`src/rtl/sram_pkg.sv`:
```
package sram_pkg;

	//////////////////////////////////////////////////////////////////////
	// widths of the external 256K x 16 part

	typedef logic [17:0] sram_addr_t;      // word address, 2^18 words
	typedef logic [15:0] sram_data_t;      // one data word
	typedef logic [1:0]  sram_be_t;        // [1] upper byte, [0] lower byte
	typedef logic [2:0]  wait_cnt_t;       // hold timer count

	//////////////////////////////////////////////////////////////////////
	// access timing, 80 ns at 100 MHz

	localparam int        WAIT_CYCLES = 8;                         // hold cycles per access
	localparam wait_cnt_t WAIT_LAST   = wait_cnt_t'(WAIT_CYCLES - 1); // count in last hold cycle

	//////////////////////////////////////////////////////////////////////
	// controller FSM

	typedef enum logic [2:0] {
		st_idle    = 3'd0,                 // waiting for a request
		st_wr_hold = 3'd1,                 // address, data and we_n held
		st_wr_end  = 3'd2,                 // we_n released, bus off
		st_rd_hold = 3'd3,                 // address and oe_n held
		st_rd_end  = 3'd4,                 // bus sampled at end of cycle
		st_rsp     = 3'd5                  // read word offered on rsp port
	} sram_state_t;

endpackage

```
`src/rtl/sram_ctrl_fsm.sv`:
```
module sram_ctrl_fsm
	import sram_pkg::*;
(
	input  logic CLOCK,
	input  logic RESET,
	input  logic req_valid,
	input  logic cur_write,            // write flag, bypassed from req_write on accept
	input  logic hold_done,
	input  logic rsp_ready,
	output logic req_ready,
	output logic accept,
	output logic run,
	output logic drive_en,
	output logic rd_capture,
	output logic busy,
	output logic rsp_valid
);

	sram_state_t state;                // current state
	sram_state_t state_nxt;            // next state

	//////////////////////////////////////////////////////////////////////
	// state register

	always_ff @(posedge CLOCK or negedge RESET) begin
		if (!RESET) begin
			state <= st_idle;
		end else begin
			state <= state_nxt;
		end
	end

	//////////////////////////////////////////////////////////////////////
	// next state

	always_comb begin
		state_nxt = state;             // hold by default
		case (state)
			st_idle: begin
				if (accept) begin
					state_nxt = cur_write ? st_wr_hold : st_rd_hold;
				end
			end
			st_wr_hold: begin
				if (hold_done) begin
					state_nxt = st_wr_end;
				end
			end
			st_wr_end: begin
				state_nxt = st_idle;   // one cycle only
			end
			st_rd_hold: begin
				if (hold_done) begin
					state_nxt = st_rd_end;
				end
			end
			st_rd_end: begin
				state_nxt = st_rsp;    // word captured on this edge
			end
			st_rsp: begin
				if (rsp_ready) begin
					state_nxt = st_idle; // response taken
				end
			end
			default: begin
				state_nxt = st_idle;
			end
		endcase
	end

	//////////////////////////////////////////////////////////////////////
	// output decode

	// the pin strobes are registered in the data path, so drive_en and
	// busy look at the next state and the pins line up with the state
	assign req_ready  = (state == st_idle);
	assign accept     = req_valid && req_ready;       // request handshake
	assign rsp_valid  = (state == st_rsp);
	assign run        = (state == st_wr_hold) || (state == st_rd_hold); // timer runs in holds
	assign rd_capture = (state == st_rd_end);         // sample bus at end of cycle
	assign drive_en   = (state_nxt == st_wr_hold);    // bus and we_n next cycle
	assign busy       = (state_nxt != st_idle) && (state_nxt != st_rsp); // ce_n next cycle

endmodule

```
`config.mk`:
```
export PLATFORM = sky130hd
export DESIGN_NAME = sram_ctrl_fsm
export DESIGN_NICKNAME = d
export VERILOG_FILES = /design/src/rtl/sram_pkg.sv /design/src/rtl/sram_ctrl_fsm.sv
export SDC_FILE = /design/constraint.sdc
export NUM_CORES = 1
export LEC_CHECK = 0
export BUFFER_PORTS_ARGS = -buffer_cell sky130_fd_sc_hd__buf_2
export CAP_MARGIN = 20
export CORE_AREA = 3 3 40 42
export DETAILED_ROUTE_END_ITERATION = 7
export DIE_AREA = 0 0 43 45
export SLEW_MARGIN = 20
export SYNTH_ARGS = -nofsm -noshare
export SYNTH_HDL_FRONTEND = slang
export SYNTH_SLANG_ARGS = --single-unit
```
`constraint.sdc`:
```
create_clock -name CLOCK -period 1.9 [get_ports CLOCK]
set_clock_uncertainty 0.05 [all_clocks]
set_input_delay 0 -clock CLOCK [delete_from_list [all_inputs] [get_ports CLOCK]]
set_output_delay 0 -clock CLOCK [all_outputs]
set_load 0.02 [all_outputs]
```
# After elaboration in Yosys (flattened, before gate mapping)
# Index checks and enable logic that the tools add are counted.
[word_totals] ff_bits=3 latchBits=0 mem_bits_rw=0 romBits=0 inputBits=6 output_inout_bits=7 wordCells=18 mem_count=0
[classes] addsub=0 multipliers=0 div=0 n_lt_le_gt_ge=0 n_eq_ne=6 shifts=0 n_mux=6 n_bitwise=0 n_reduce_logical=5
[op_table] cell="case mux 3 bit (5 select lines)" n=1
[op_table] cell="two-way mux 3 bit" n=4
[op_table] cell="== test 3 x 1 -> 1 bit, second input constant" n=2
[op_table] cell="== test 3 bit, second input constant" n=2
[op_table] cell="== test 3 x 2 -> 1 bit, second input constant" n=1
[op_table] cell="zero test 3 bit" n=1
[op_table] cell="!= test 3 bit, second input constant" n=1
[op_table] cell="nonzero test 3 bit" n=1
[op_table] cell="logical AND 1 bit" n=2
[op_table] cell="two-way mux 2 bit" n=1
[op_table] cell="logical OR 1 bit" n=1

# Logic depth before layout (Yosys ltp)
[depth] depth_word=6 mapped_depth=3 depth_no_buf=2

# Worst setup path before layout
# OpenSTA, ideal clock, no wires.
[synth_timing] kind="register to register" startpoint="register state[1]" endpoint="register state[1]" setup_time_ps=66 arrival_ps=1245 t_required_ps=1784 path_slack_ps=539 stages_incl_launch_ff=4 n_path_buf=1 synth_period_minus_slack_ps=1361 path_cell_list="dfrtp_1 buf_6 nor4b_2 a22o_1"
[synth_between] elab_chain_len=4 elab_cells_between_ends=11 classes_between="4 x eq/ne; 5 x mux; 2 x reduce/logical"
[synth_lines] item="start, declared" line_no="sram_ctrl_fsm.sv:19" source="sram_state_t state;"
[synth_lines] item="start signal, assigned" line_no="sram_ctrl_fsm.sv:27" source="state <= st_idle;"
[synth_lines] item="start signal, assigned" line_no="sram_ctrl_fsm.sv:29" source="state <= state_nxt;"
[synth_lines] item="zero test 3 bit" line_no="sram_ctrl_fsm.sv:76" source="assign req_ready = (state == st_idle);"
[synth_lines] item="logical AND 1 bit" line_no="sram_ctrl_fsm.sv:77" source="assign accept = req_valid && req_ready;"
[synth_lines] item="net accept" line_no="sram_ctrl_fsm.sv:11" source="output logic accept,"
[synth_lines] item="two-way mux 3 bit" line_no="sram_ctrl_fsm.sv:40" source="if (accept) begin"
[synth_lines] item="case mux 3 bit (5 select lines)" line_no="sram_ctrl_fsm.sv:38" source="case (state)"
[synth_lines] item="net state_nxt[1]" line_no="sram_ctrl_fsm.sv:20" source="sram_state_t state_nxt;"
# The timed path passes the listed nets, and every way through them passes these cells.

# Final worst setup path
[layout_timing] startpoint="register state[0]" endpoint="output drive_en"
[layout_between] elab_chain_len=5 elab_cells_between_ends=12 classes_between="5 x eq/ne; 5 x mux; 2 x reduce/logical"
[layout_lines] item="zero test 3 bit" line_no="sram_ctrl_fsm.sv:38, sram_ctrl_fsm.sv:76"
[layout_lines] item="logical AND 1 bit" line_no="sram_ctrl_fsm.sv:77"
[layout_lines] item="two-way mux 3 bit" line_no="sram_ctrl_fsm.sv:40"
[layout_lines] item="case mux 3 bit (5 select lines) (*)" line_no="sram_ctrl_fsm.sv:38"
[layout_lines] item="== test 3 x 1 -> 1 bit (*)" line_no="sram_ctrl_fsm.sv:81" source="assign drive_en = (state_nxt == st_wr_hold);"
[layout_lines] item="end, declared" line_no="sram_ctrl_fsm.sv:13" source="output logic drive_en,"
# Mark *: on every way between the ends. The rest lies on a longest branch, timed or not.

==> impl_metrics.env <==
export IMPL_path_max_fanout=11
export IMPL_rrSetupSlack_ps=740
export IMPL_rsz0062_at_grt="false"
export IMPL_syn_area_um2=253
export IMPL_tritoncts="done"
export IMPL_final_cell_mix="buf_2 (12), clkbuf_4 (3), dfrtp_1 (3)"
export IMPL_start_kind="flop"
export IMPL_syn_mean_instance_area_um2=9.36
export IMPL_grt_max_degree=12
export IMPL_hold_viol=0
export IMPL_wl_per_cell_um=10.5
export IMPL_layout_commonest_cell="buf_2"
export IMPL_tightest_slew_ps=316
export IMPL_crit_path_end_kind="output port"
export IMPL_holdWs_ps=26.2
export IMPL_slew_headroom=0.789
export IMPL_fin_setup_tns_ps=0
export IMPL_dieArea_mm2=0.00194
export IMPL_gp_congestion=0.757
export IMPL_drv_slew=0
export IMPL_seq_area_frac_synth=0.297
export IMPL_synth_top_cell_area_share=0.297
export IMPL_die_h_um=45
export IMPL_clockRootBuffer="clkbuf_4"
export IMPL_grt_pass1_wl_mm=1.01
export IMPL_cts_buffers_inserted=3
export IMPL_synth_area_leaders="dfrtp_1 (30%), or3b_1 (6.9%), buf_4 (5.9%)"
export IMPL_report_final_setup_viol=0
export IMPL_cp_arrival_ps=1310
export IMPL_hp_class="in -> reg"
export IMPL_n_antenna_cell=0
export IMPL_antenna_left=0
export IMPL_clk_latency_ps=230
export IMPL_top_regs="state x3"
export IMPL_avgViaCountPerCell=4.25
export IMPL_regMostFlops="state"
export IMPL_synth_seq_cells=3
export IMPL_grt_usage=0.0767
export IMPL_core_area_mm2=0.00128
export IMPL_fin_crit_sh=0.718
export IMPL_pin_count=13
export IMPL_ys_types=21
export IMPL_power_density_mw_per_mm2=1740
export IMPL_cap_violations=0
export IMPL_clockBufferDepth=2
export IMPL_period_minus_slack_ps=1360
export IMPL_initial_core_util=0.197
export IMPL_die_w_um=43
export IMPL_yosys_warnings=0
export IMPL_synth_top_area_cell="dfrtp_1"
export IMPL_cts_sinks=3
export IMPL_std_cell_rows=13
export IMPL_fin_nets=48
export IMPL_antenna_found_initial=0
export IMPL_irDropWorstVdd_mv=0.457
export IMPL_drt_iter0_markers=4
export IMPL_overflow=0
export IMPL_largest_reg_flops=3
export IMPL_path_class="reg -> out"
export IMPL_h_tree_depth=1
export IMPL_cp_required_ps=1850
export IMPL_grt_pass1_vias=246
export IMPL_drive_above_1_share=0.390
export IMPL_wl_um=589
export IMPL_syn_instance_count=27
export IMPL_path_clk_slew_ps=40
export IMPL_vias=238
export IMPL_synth_nets=33
export IMPL_io_buffer_count=12
export IMPL_firstDrtPassIters=3
export IMPL_fmax_mhz=734
export IMPL_leakage_nw=0.168
export IMPL_area_growth_pct=35.1
export IMPL_status="finished, final reports clean"
export IMPL_drc=0
export IMPL_power_total_w=0.000593
export IMPL_dp_hpwl_um=456
## cell usage after synthesis
library cell,count
buf_6,1
inv_1,2
buf_4,2
nand3b_1,1
a22o_1,1
o211ai_1,1
nor2b_1,1
nor3b_1,1
a32o_1,1
a211oi_1,1
and2_1,1
nand2b_1,2
and2b_1,1
xor2_1,1
nand2_1,1
or3b_1,2
dfrtp_1,3
nor4b_2,1
o21bai_1,1
nor3_1,1
a21oi_1,1
## worst max-delay path, stage by stage, from the launching register on
cell      delay [ps]
dfrtp_1          470
nand3b_1         200
a211oi_1         210
buf_2            190
## layout make-up
type,count,area [um^2]
Multi-Input combinational cell,19,144
Fill cell,152,943
Clock buffer,4,26.3
Timing Repair Buffer,13,70.1
Tap cell,15,18.8
Sequential cell,3,75.1
Inverter,2,7.51
## stage by stage
step,area (um^2),std cells,util,worst slack [ps]
2_1_floorplan,253,27,-,539
3_3_place_gp,305,51,0.238,753
3_5_place_dp,305,51,0.238,728
4_1_cts,342,56,0.266,519
5_1_grt,342,56,0.266,435
6_report,342,56,0.266,537
## worst paths after layout
path,from,endpoint,cells past startpoint
max,state[0],drive_en,3
min,cur_write,state[1],3
max reg2reg,state[2],state[2],2
min reg2reg,state[1],state[0],1
max in group asynchronous,RESET,state[0],2
min in group asynchronous,RESET,state[1],2
## repair_timing
item | in CTS | in global routing
setup buffers | 0 | 0
gates resized for setup | 0 | 0
endpoints found under the hold margin | 3 | 0
hold buffers | 1 | 0
## routing by layer
metal | wire length, um | track usage | vias to the layer above
li1 | - | - | 125
met1 | 261 | 0.0751 | 109
met2 | 310 | 0.108 | 4
met3 | 17 | 0.0279 | 0
met4 | 0 | 0.108 | 0
met5 | 0 | 0 | -
## logic make-up after synthesis
kind of cell | after synthesis | synth area share
simple gates | 12 | 0.352
flops | 3 | 0.297
buf+inv | 5 | 0.134
xor+xnor | 1 | 0.0347
compound gates | 6 | 0.183
## power breakdown
group	leakage, nW	switching [W]	internal (W)
clock	0.0150	0.0000340	0.0000788
sequential	0.0385	0.0000754	0.0000931
combinational	0.115	0.000171	0.000141
(Power assumes the default switching activity.)
